==> config.mk <==
export PLATFORM = sky130hd
export DESIGN_NAME = trig_xbar_top
export DESIGN_NICKNAME = d
export VERILOG_FILES = /design/src/xbar_cfg_pkg.sv /design/src/xbar_regs_pkg.sv /design/src/relay_if.sv /design/src/trig_xbar_top.sv /design/src/xbar_regs.sv /design/src/relay_driver.sv /design/src/trig_matrix.sv
export SDC_FILE = /design/constraint.sdc
export NUM_CORES = 1
export LEC_CHECK = 0
export ABC_AREA = 0
export BUFFER_PORTS_ARGS = -buffer_cell sky130_fd_sc_hd__buf_2
export CAP_MARGIN = 20
export CORE_ASPECT_RATIO = 1.5
export CORE_UTILIZATION = 35
export DETAILED_ROUTE_END_ITERATION = 7
export SLEW_MARGIN = 40
export SYNTH_ARGS = -nofsm -noshare
export SYNTH_HDL_FRONTEND = slang
export SYNTH_HIERARCHICAL = 1
export SYNTH_SLANG_ARGS = --single-unit
==> constraint.sdc <==
create_clock -name clk_250mhz -period 5.5 [get_ports clk_250mhz]
set_input_delay 0.55 -clock clk_250mhz [delete_from_list [all_inputs] [get_ports clk_250mhz]]
set_output_delay 0.55 -clock clk_250mhz [all_outputs]
set_load 0.005 [all_outputs]
==> src/xbar_cfg_pkg.sv <==
package xbar_cfg_pkg;

	////////////////////
	// Crossbar sizing

	// Trigger ports on each side of the matrix
	localparam int num_trig = 12;

	// Latching relays on the front panel
	localparam int num_relay = 4;
	localparam int relay_ch_w = $clog2(num_relay);

	// Per-output select
	// 0 to 11 routes that input, 12 and up parks the output low
	typedef logic[3:0] muxsel_t;
	localparam muxsel_t muxsel_off = 4'd15;

	// Inputs routed with P and N swapped on the board
	localparam logic[num_trig-1:0] trig_invert_mask = 12'h65;

	////////////////////
	// Timing

	// Activity LED hold after a level falls
	localparam int led_hold = 16;
	localparam int led_hold_w = $clog2(led_hold + 1);

	// H-bridge drive time for one relay toggle
	localparam int relay_pulse = 32;
	localparam int relay_last = relay_pulse - 1;
	localparam int relay_cnt_w = $clog2(relay_pulse);

endpackage
==> src/xbar_regs_pkg.sv <==
package xbar_regs_pkg;

	////////////////////
	// APB side

	localparam int addr_w = 8;
	localparam int data_w = 32;

	////////////////////
	// Register map

	// One select word per output, 4 byte stride
	localparam logic[addr_w-1:0] addr_mux_base = 8'h00;
	localparam int mux_span = 4 * xbar_cfg_pkg::num_trig;

	// Relay toggle command, write only
	localparam logic[addr_w-1:0] addr_relay = 8'h40;

	// Relay busy and latched positions
	localparam logic[addr_w-1:0] addr_status = 8'h44;
	localparam int status_busy_bit = 4;

	// Stretched activity bits
	// Inputs at the bottom, outputs from bit 16
	localparam logic[addr_w-1:0] addr_activity = 8'h48;
	localparam int act_out_lsb = 16;

	////////////////////
	// Write word views

	// Select register layout
	typedef struct packed {
		logic[27:0]				rsvd;
		xbar_cfg_pkg::muxsel_t	sel;
	} mux_word_t;

	// Relay command layout
	typedef struct packed {
		logic[26:0]	rsvd_hi;
		logic		dir;
		logic[1:0]	rsvd_lo;
		logic[1:0]	channel;
	} relay_word_t;

	// Same bus word, picked apart by address
	typedef union packed {
		mux_word_t		mux;
		relay_word_t	relay;
	} wdata_u;

endpackage

==> src/relay_if.sv <==
interface relay_if;

	// Toggle request, one cycle wide
	logic	start;

	// Which relay and which leg
	logic[xbar_cfg_pkg::relay_ch_w-1:0]	channel;
	logic								dir;

	// Driver still pulsing a coil
	logic	busy;

	// Last commanded position of each relay
	logic[xbar_cfg_pkg::num_relay-1:0]	state;

	// Register block issues commands, reads status back
	modport regs(
		output start, channel, dir,
		input busy, state
	);

	// Driver consumes commands
	modport drv(
		input start, channel, dir,
		output busy, state
	);

endinterface

==> src/trig_xbar_top.sv <==
module trig_xbar_top(
	input wire										clk_250mhz,
	input wire										reset,

	// APB register port
	input wire										psel,
	input wire										penable,
	input wire										pwrite,
	input wire[xbar_regs_pkg::addr_w-1:0]			paddr,
	input wire[xbar_regs_pkg::data_w-1:0]			pwdata,
	output wire[xbar_regs_pkg::data_w-1:0]			prdata,
	output wire										pready,
	output wire										pslverr,

	// Trigger ports
	input wire[xbar_cfg_pkg::num_trig-1:0]			trig_in,
	output wire[xbar_cfg_pkg::num_trig-1:0]			trig_out,

	// Front panel activity
	output wire[xbar_cfg_pkg::num_trig-1:0]			trig_in_led,
	output wire[xbar_cfg_pkg::num_trig-1:0]			trig_out_led,

	// H-bridge control for relays
	output wire[xbar_cfg_pkg::num_relay-1:0]		relay_a,
	output wire[xbar_cfg_pkg::num_relay-1:0]		relay_b
);

	////////////////////
	// Relays

	relay_if	relay_bus();

	relay_driver relays(
		.clk_250mhz(clk_250mhz),
		.reset(reset),
		.relay(relay_bus.drv),
		.relay_a(relay_a),
		.relay_b(relay_b)
	);

	////////////////////
	// The crossbar itself

	xbar_cfg_pkg::muxsel_t[xbar_cfg_pkg::num_trig-1:0]	muxsel;

	trig_matrix matrix(
		.clk_250mhz(clk_250mhz),
		.reset(reset),
		.trig_in(trig_in),
		.muxsel(muxsel),
		.trig_out(trig_out),
		.trig_in_led(trig_in_led),
		.trig_out_led(trig_out_led)
	);

	////////////////////
	// Register block

	// Selects out, relay commands out, status and activity back in
	xbar_regs regs(
		.clk_250mhz(clk_250mhz),
		.reset(reset),
		.psel(psel),
		.penable(penable),
		.pwrite(pwrite),
		.paddr(paddr),
		.pwdata(pwdata),
		.prdata(prdata),
		.pready(pready),
		.pslverr(pslverr),
		.muxsel(muxsel),
		.trig_in_led(trig_in_led),
		.trig_out_led(trig_out_led),
		.relay(relay_bus.regs)
	);

endmodule

==> src/xbar_regs.sv <==
module xbar_regs(
	input wire										clk_250mhz,
	input wire										reset,

	// APB slave
	input wire										psel,
	input wire										penable,
	input wire										pwrite,
	input wire[xbar_regs_pkg::addr_w-1:0]			paddr,
	input wire[xbar_regs_pkg::data_w-1:0]			pwdata,
	output logic[xbar_regs_pkg::data_w-1:0]			prdata,
	output wire										pready,
	output wire										pslverr,

	// Crossbar routing
	output xbar_cfg_pkg::muxsel_t[xbar_cfg_pkg::num_trig-1:0]	muxsel,

	// Activity readback
	input wire[xbar_cfg_pkg::num_trig-1:0]			trig_in_led,
	input wire[xbar_cfg_pkg::num_trig-1:0]			trig_out_led,

	// Relay commands and status
	relay_if.regs									relay
);

	////////////////////
	// Address decode

	// No wait states
	assign pready = 1'b1;

	wire	access;
	wire	wr;
	assign access	= psel && penable;
	assign wr		= access && pwrite;

	// Offset into the select block
	// Addresses below the base wrap high and miss
	wire[xbar_regs_pkg::addr_w-1:0]	mux_off;
	assign mux_off = paddr - xbar_regs_pkg::addr_mux_base;

	wire	mux_hit;
	assign mux_hit = (mux_off < xbar_regs_pkg::mux_span) && (mux_off[1:0] == 2'b00);

	// Which output the select belongs to
	wire[3:0]	mux_idx;
	assign mux_idx = mux_off[5:2];

	wire	relay_hit;
	wire	status_hit;
	wire	act_hit;
	assign relay_hit	= (paddr == xbar_regs_pkg::addr_relay);
	assign status_hit	= (paddr == xbar_regs_pkg::addr_status);
	assign act_hit		= (paddr == xbar_regs_pkg::addr_activity);

	wire	unmapped;
	assign unmapped = !(mux_hit || relay_hit || status_hit || act_hit);

	// Bad address, or relay still pulsing
	assign pslverr = access && (unmapped || (pwrite && relay_hit && relay.busy));

	////////////////////
	// Write path

	// Reinterpret the bus word according to the target register
	xbar_regs_pkg::wdata_u	wword;
	assign wword = pwdata;

	always_ff @(posedge clk_250mhz) begin
		if (reset) begin
			for (int i = 0; i < xbar_cfg_pkg::num_trig; i++)
				muxsel[i]	<= xbar_cfg_pkg::muxsel_off;
		end
		else if (wr && mux_hit)
			muxsel[mux_idx]	<= wword.mux.sel;
	end

	// Relay toggle fires in the access cycle so the driver latches it at the write edge
	assign relay.start		= wr && relay_hit && !relay.busy;
	assign relay.channel	= wword.relay.channel;
	assign relay.dir		= wword.relay.dir;

	////////////////////
	// Read path

	always_comb begin
		prdata = '0;

		if (mux_hit)
			prdata[$bits(xbar_cfg_pkg::muxsel_t)-1:0] = muxsel[mux_idx];

		// Busy above the four position bits
		else if (status_hit) begin
			prdata[xbar_cfg_pkg::num_relay-1:0]			= relay.state;
			prdata[xbar_regs_pkg::status_busy_bit]		= relay.busy;
		end

		else if (act_hit) begin
			prdata[xbar_cfg_pkg::num_trig-1:0]					= trig_in_led;
			prdata[xbar_regs_pkg::act_out_lsb +: xbar_cfg_pkg::num_trig]	= trig_out_led;
		end
	end

endmodule

==> src/relay_driver.sv <==
module relay_driver(
	input wire										clk_250mhz,
	input wire										reset,

	// Commands in, status out
	relay_if.drv									relay,

	// H-bridge legs, one pair per relay
	output logic[xbar_cfg_pkg::num_relay-1:0]		relay_a,
	output logic[xbar_cfg_pkg::num_relay-1:0]		relay_b
);

	////////////////////
	// Command capture

	// Channel and direction of the toggle in flight
	logic[xbar_cfg_pkg::relay_ch_w-1:0]	cur_channel;
	logic								cur_dir;

	// Remaining pulse cycles
	logic[xbar_cfg_pkg::relay_cnt_w-1:0]	pulse_cnt;

	// One-hot leg for the requested channel
	wire[xbar_cfg_pkg::num_relay-1:0]	leg_sel;
	assign leg_sel = {{(xbar_cfg_pkg::num_relay-1){1'b0}}, 1'b1} << relay.channel;

	// Accept only when idle
	wire	accept;
	assign accept = relay.start && !relay.busy;

	always_ff @(posedge clk_250mhz) begin
		if (accept) begin
			cur_channel	<= relay.channel;
			cur_dir		<= relay.dir;
		end
	end

	////////////////////
	// Pulse sequencing

	always_ff @(posedge clk_250mhz) begin
		if (reset) begin
			relay.busy	<= 1'b0;
			relay.state	<= '0;
			pulse_cnt	<= '0;
			relay_a		<= '0;
			relay_b		<= '0;
		end

		// Idle, wait for a command
		else if (!relay.busy) begin
			if (relay.start) begin
				relay.busy	<= 1'b1;
				pulse_cnt	<= xbar_cfg_pkg::relay_last[xbar_cfg_pkg::relay_cnt_w-1:0];

				// A leg sets, B leg resets
				relay_a		<= relay.dir ? leg_sel : '0;
				relay_b		<= relay.dir ? '0 : leg_sel;
			end
		end

		// Last pulse cycle, release the bridge and latch the new position
		else if (pulse_cnt == 0) begin
			relay.busy					<= 1'b0;
			relay_a						<= '0;
			relay_b						<= '0;
			relay.state[cur_channel]	<= cur_dir;
		end

		else
			pulse_cnt	<= pulse_cnt - 1'b1;
	end

endmodule

==> src/trig_matrix.sv <==
module trig_matrix(
	input wire										clk_250mhz,
	input wire										reset,

	// Trigger inputs as they arrive from the pads
	input wire[xbar_cfg_pkg::num_trig-1:0]			trig_in,

	// Routing for each output
	input xbar_cfg_pkg::muxsel_t[xbar_cfg_pkg::num_trig-1:0]	muxsel,

	output logic[xbar_cfg_pkg::num_trig-1:0]		trig_out,

	// Stretched levels for the front panel
	output wire[xbar_cfg_pkg::num_trig-1:0]			trig_in_led,
	output wire[xbar_cfg_pkg::num_trig-1:0]			trig_out_led
);

	////////////////////
	// Polarity fix

	// Undo the board swaps before anything looks at the inputs
	wire[xbar_cfg_pkg::num_trig-1:0]	trig_fix;
	assign trig_fix = trig_in ^ xbar_cfg_pkg::trig_invert_mask;

	////////////////////
	// Routing

	// Purely combinational path from pad to output
	always_comb begin
		for (int i = 0; i < xbar_cfg_pkg::num_trig; i++) begin
			// Selects past the last input park the output low
			if (muxsel[i] < xbar_cfg_pkg::num_trig)
				trig_out[i] = trig_fix[muxsel[i]];
			else
				trig_out[i] = 1'b0;
		end
	end

	////////////////////
	// Activity stretch

	// Inputs in the low half, outputs in the high half
	wire[2*xbar_cfg_pkg::num_trig-1:0]	act_level;
	logic[2*xbar_cfg_pkg::num_trig-1:0]	act_led;
	logic[xbar_cfg_pkg::led_hold_w-1:0]	hold_cnt[2*xbar_cfg_pkg::num_trig];

	assign act_level = {trig_out, trig_fix};

	always_ff @(posedge clk_250mhz) begin
		for (int i = 0; i < 2*xbar_cfg_pkg::num_trig; i++) begin
			if (reset) begin
				hold_cnt[i]	<= '0;
				act_led[i]	<= 1'b0;
			end

			// Level high, rearm the hold
			else if (act_level[i]) begin
				hold_cnt[i]	<= xbar_cfg_pkg::led_hold[xbar_cfg_pkg::led_hold_w-1:0];
				act_led[i]	<= 1'b1;
			end

			// Level low, ride out the remaining hold
			else begin
				act_led[i]	<= (hold_cnt[i] != 0);
				if (hold_cnt[i] != 0)
					hold_cnt[i]	<= hold_cnt[i] - 1'b1;
			end
		end
	end

	assign trig_in_led	= act_led[xbar_cfg_pkg::num_trig-1:0];
	assign trig_out_led	= act_led[2*xbar_cfg_pkg::num_trig-1:xbar_cfg_pkg::num_trig];

endmodule

==> summary by stage <==
Timing
Setup violations remaining at the end of the flow were counted as 0. In this run the tightest slew margin relative to its limit is roughly 48%. The number of endpoints with negative hold slack in the final report is 0. The worst clock skew is 0.00857 ns. The tightest hold margin is approximately 0.28 ns. The final count of pins violating max slew is 0. Dividing the final minimum period by the clock period gives between 50% and 60%. Setup repair after global routing left no endpoint under its margin. The total negative slack for setup checks is 0 ns.

For the pin with the worst max-slew slack, the measured transition is 0.787 ns. The shortest clock period the worst path allows after layout is 2.93 ns. The maximum achievable frequency is 342 MHz.

Yosys
The flip-flop cell with the highest count after synthesis is sky130_fd_sc_hd__edfxtp_1. The post-synthesis instance total is ~1,200. The number of synthesized flops with an enable pin is about 120. The proportion of register bits with asynchronous set or reset after synthesis is 0%. The number of distinct standard cells referenced by the synthesized netlist is just under 70.

The count of yosys warnings during synthesis is 6. The number of flip-flops and latches in the synthesized netlist is roughly 210. By area the synthesized netlist is led by sky130_fd_sc_hd__edfxtp_1 30%, sky130_fd_sc_hd__dfxtp_1 15%, sky130_fd_sc_hd__nor2_1 5.7%, sky130_fd_sc_hd__mux4_2 5.1%, sky130_fd_sc_hd__mux2i_1 5.0%. After synthesis, the most frequently instantiated cells are 189 x sky130_fd_sc_hd__nor2_1, 123 x sky130_fd_sc_hd__edfxtp_1, 90 x sky130_fd_sc_hd__dfxtp_1. The average size of a mapped cell is approximately 10 µm². The largest total area in the synthesized netlist belongs to sky130_fd_sc_hd__edfxtp_1. The post-synthesis instance area is roughly 0.012 mm². The share of the synthesized area in the top cell type is approximately 30%. sky130_fd_sc_hd__nor2_1 is the most common cell in the netlist. The fraction of the yosys area taken by sequential cells is approximately 44%.

Critical path
The startpoint type of the worst setup path is an input pin. STA classifies the critical path endpoint as an output port. The largest single stage delay on the critical path is 0.49 ns. The critical path data arrival time is ~2.4 ns.

Walking the worst path, the cells encountered are buf_2, inv_1, mux4_2, nor2b_1, o211a_1, inv_1, buf_2. For this design, the slowest cell found on the critical path is sky130_fd_sc_hd__mux4_2. The peak fanout along the critical path is 13. The type of the setup path with the least slack is in -> out. At the worst endpoint, the required time is between 4 and 5 ns.

Finish
0 antenna diodes ended up in the layout. Relative to the synthesized area, the layout overhead comes to 12.6%. The number of nets in the layout is about 1,400.

The post-route netlist has between 10% and 20% of its cells at a drive strength greater than 1. The count of non-filler cells in the finished layout is about 1,700.

CTS
The number of gates resized after CTS was 0. Clock tree synthesis selected as its root buffer the cell sky130_fd_sc_hd__clkbuf_16. The count of hold buffers inserted by post-cts repair is 0.

The number of buffers inserted to repair setup after CTS is 0. The maximum clock insertion buffer count is 3. The number of clock buffers inserted by TritonCTS is 24. TritonCTS built the clock tree. In this run the number of H-tree levels came out at 1. The CTS sink count is approximately 210. After clock tree synthesis, the clock-pin slew on the worst setup and hold paths is about 0.06 ns.

The clock latency on the worst-skew pair is between 0.5 and 0.6 ns.

Global route
The global routing usage summed across all routing layers is between 15 and 20%. Entering global routing, the biggest net connects 114 pins. The number of global-route vias before repair is between 8,000 and 9,000. Summed over all layers, the global routing overflow is 0. The number of antenna violations at the first check in global routing is 0. The first-pass GRT wire length is approximately 47,000 µm.

Floorplan
The die width is 155 µm. The height of the chip is 232 µm. For this configuration, the core starts out at a cell density of a little over a third. The core region is 0.0345 mm². The top-level I/O count is 135. The full die area is 0.0361 mm².

The number of rows in the core area is 83.

Route
Once detail routing completed, the nets flagged for antenna violations numbered 0. After detailed routing, the wire length on met1 is about 12,000 µm. The average routed wire per standard cell is between 15 and 20 µm.

The first detailed-routing pass ran for 5 iterations. The total met3 wirelength after detailed routing is around 1300 µm. The total vias in the final route is ~9,100.

After the first detailed-routing iteration, the DRC count stood at 360. The routed length on met2 is 15,100 µm. The routed design has roughly 30,000 µm of wire. In this run the top signal layer used is met4.

After detailed routing, the number of vias per cell comes to roughly 5.3. After detailed routing, the number of remaining DRC violations is 0.

Placement
The HPWL after detailed placement is roughly 21,000 µm. The count of buffers inserted at the top-level ports is roughly 100. The congestion estimate from routability-driven global placement came to 0.788. In this run, placement finished with an instance count of 1,697.

Power and ir drop
The maximum vdd ir drop is 0.000203 V. The analysis attributes to cell leakage a power of 0.00594 µW. The cell area power density is around 440 mW/mm².

Run status
The run finished with clean final reports.

Flow run
The count of max-cap constraint violations is 0.

Hold path
The worst hold path belongs to the class in -> reg.
-- worst max-delay path, delay by kind of cell --
family | cells | cell delay (ns)
buffers and inverters | 4 | 0.89
muxes | 1 | 0.49
and+or+nand+nor | 1 | 0.13
AOI/OAI and AO/OA | 1 | 0.29
-- cell families after synthesis --
family / Yosys count / synth area share [%]
adder cells (fa/ha/maj): 49 / 4.96
XOR/XNOR: 53 / 3.76
AO/OA/AOI/OAI: 128 / 8.12
buffers and inverters: 144 / 5.65
other: 2 / 0.0608
multiplexers: 99 / 11.9
flip-flops: 213 / 44.5
AND/OR/NAND/NOR: 499 / 21.1
-- through the flow --
stage	area, µm²	power, µW	setup slack (ns)	util, %
CTS	13900	6220	2.55	40.2
global route	13900	6640	2.43	40.3
global placement	13100	4590	2.41	38.0
finish	13900	6170	2.57	40.3
floorplan	12400	4160	3.22	-
detailed placement	13100	4660	2.59	38.0
-- power breakdown --
group | switching [µW] | internal [µW]
registers | 325 | 2280
logic | 1100 | 941
clock network | 625 | 903
total | 2050 | 4120
-- routing by layer --
metal / global-route usage [%] / vias up
li1: - / 4428
met1: 18.6 / 4434
met2: 30.2 / 229
met3: 1.94 / 51
met4: 6.46 / 0
met5: 0 / -
-- path summary, 6_finish.rpt --
| check | startpoint | depth (start not counted) | endpoint | slack (ns) |
|---|---|---|---|---|
| worst max-delay path | trig_in[2] | 7 | trig_out[8] | 2.57 |
| worst min-delay path | pwdata[0] | 1 | relays/cur_channel[0] | 0.28 |
| worst max register to register | regs/muxsel[40] | 4 | matrix/hold_cnt[2][31] | 3.15 |
| worst min register to register | relays/relay_a[2] | 1 | relays/relay_a[2] | 0.46 |
-- flip-flops by register name (all words and copies together) (netlist names), 2 cells and up --
| register | cells |
|---|---|
| matrix/act_led | 24 |
| matrix/hold_cnt | 120 |
| regs/muxsel | 48 |
| relays/cur_channel | 2 |
| relays/pulse_cnt | 5 |
| relays/relay.state | 4 |
| relays/relay_a | 4 |
| relays/relay_b | 4 |
-- placed cells by master, fill, tap and decap left out, types with 7 or more instances in the layout --
cell type                   count
sky130_fd_sc_hd__dfxtp_1       90
sky130_fd_sc_hd__a21oi_1       30
sky130_fd_sc_hd__a31oi_1       14
sky130_fd_sc_hd__nand2_1       65
sky130_fd_sc_hd__o21ba_2       18
sky130_fd_sc_hd__a22o_1        13
sky130_fd_sc_hd__conb_1         9
sky130_fd_sc_hd__edfxtp_1     123
sky130_fd_sc_hd__mux2i_1       62
sky130_fd_sc_hd__nand2b_1      17
sky130_fd_sc_hd__and3b_1       10
sky130_fd_sc_hd__mux4_1         8
sky130_fd_sc_hd__nor3_1        60
sky130_fd_sc_hd__nor4b_2        8
sky130_fd_sc_hd__buf_2         97
sky130_fd_sc_hd__nand3_1       15
sky130_fd_sc_hd__or3_1         20
sky130_fd_sc_hd__nor2_1       187
sky130_fd_sc_hd__nand3b_1      10
sky130_fd_sc_hd__nand4_1        9
sky130_fd_sc_hd__and2_1        21
sky130_fd_sc_hd__xnor2_1       49
sky130_fd_sc_hd__a2111oi_0     14
sky130_fd_sc_hd__clkbuf_16     25
sky130_fd_sc_hd__mux4_2        28
sky130_fd_sc_hd__nor2b_1        7
sky130_fd_sc_hd__inv_1         76
sky130_fd_sc_hd__nor4_1        41
sky130_fd_sc_hd__o211ai_1      12
sky130_fd_sc_hd__ha_1          49
sky130_fd_sc_hd__clkbuf_1       7
-- cell type report --
cell class	count	area, µm²
inverter	77	292
sequential	213	5500
fill	3397	20600
multi-input combinational	837	6240
tap	467	584
clock buffer	34	679
clock inverter	10	71.3
timing repair buffer	103	543
No activity file was read; power rests on OpenSTA's default activity.
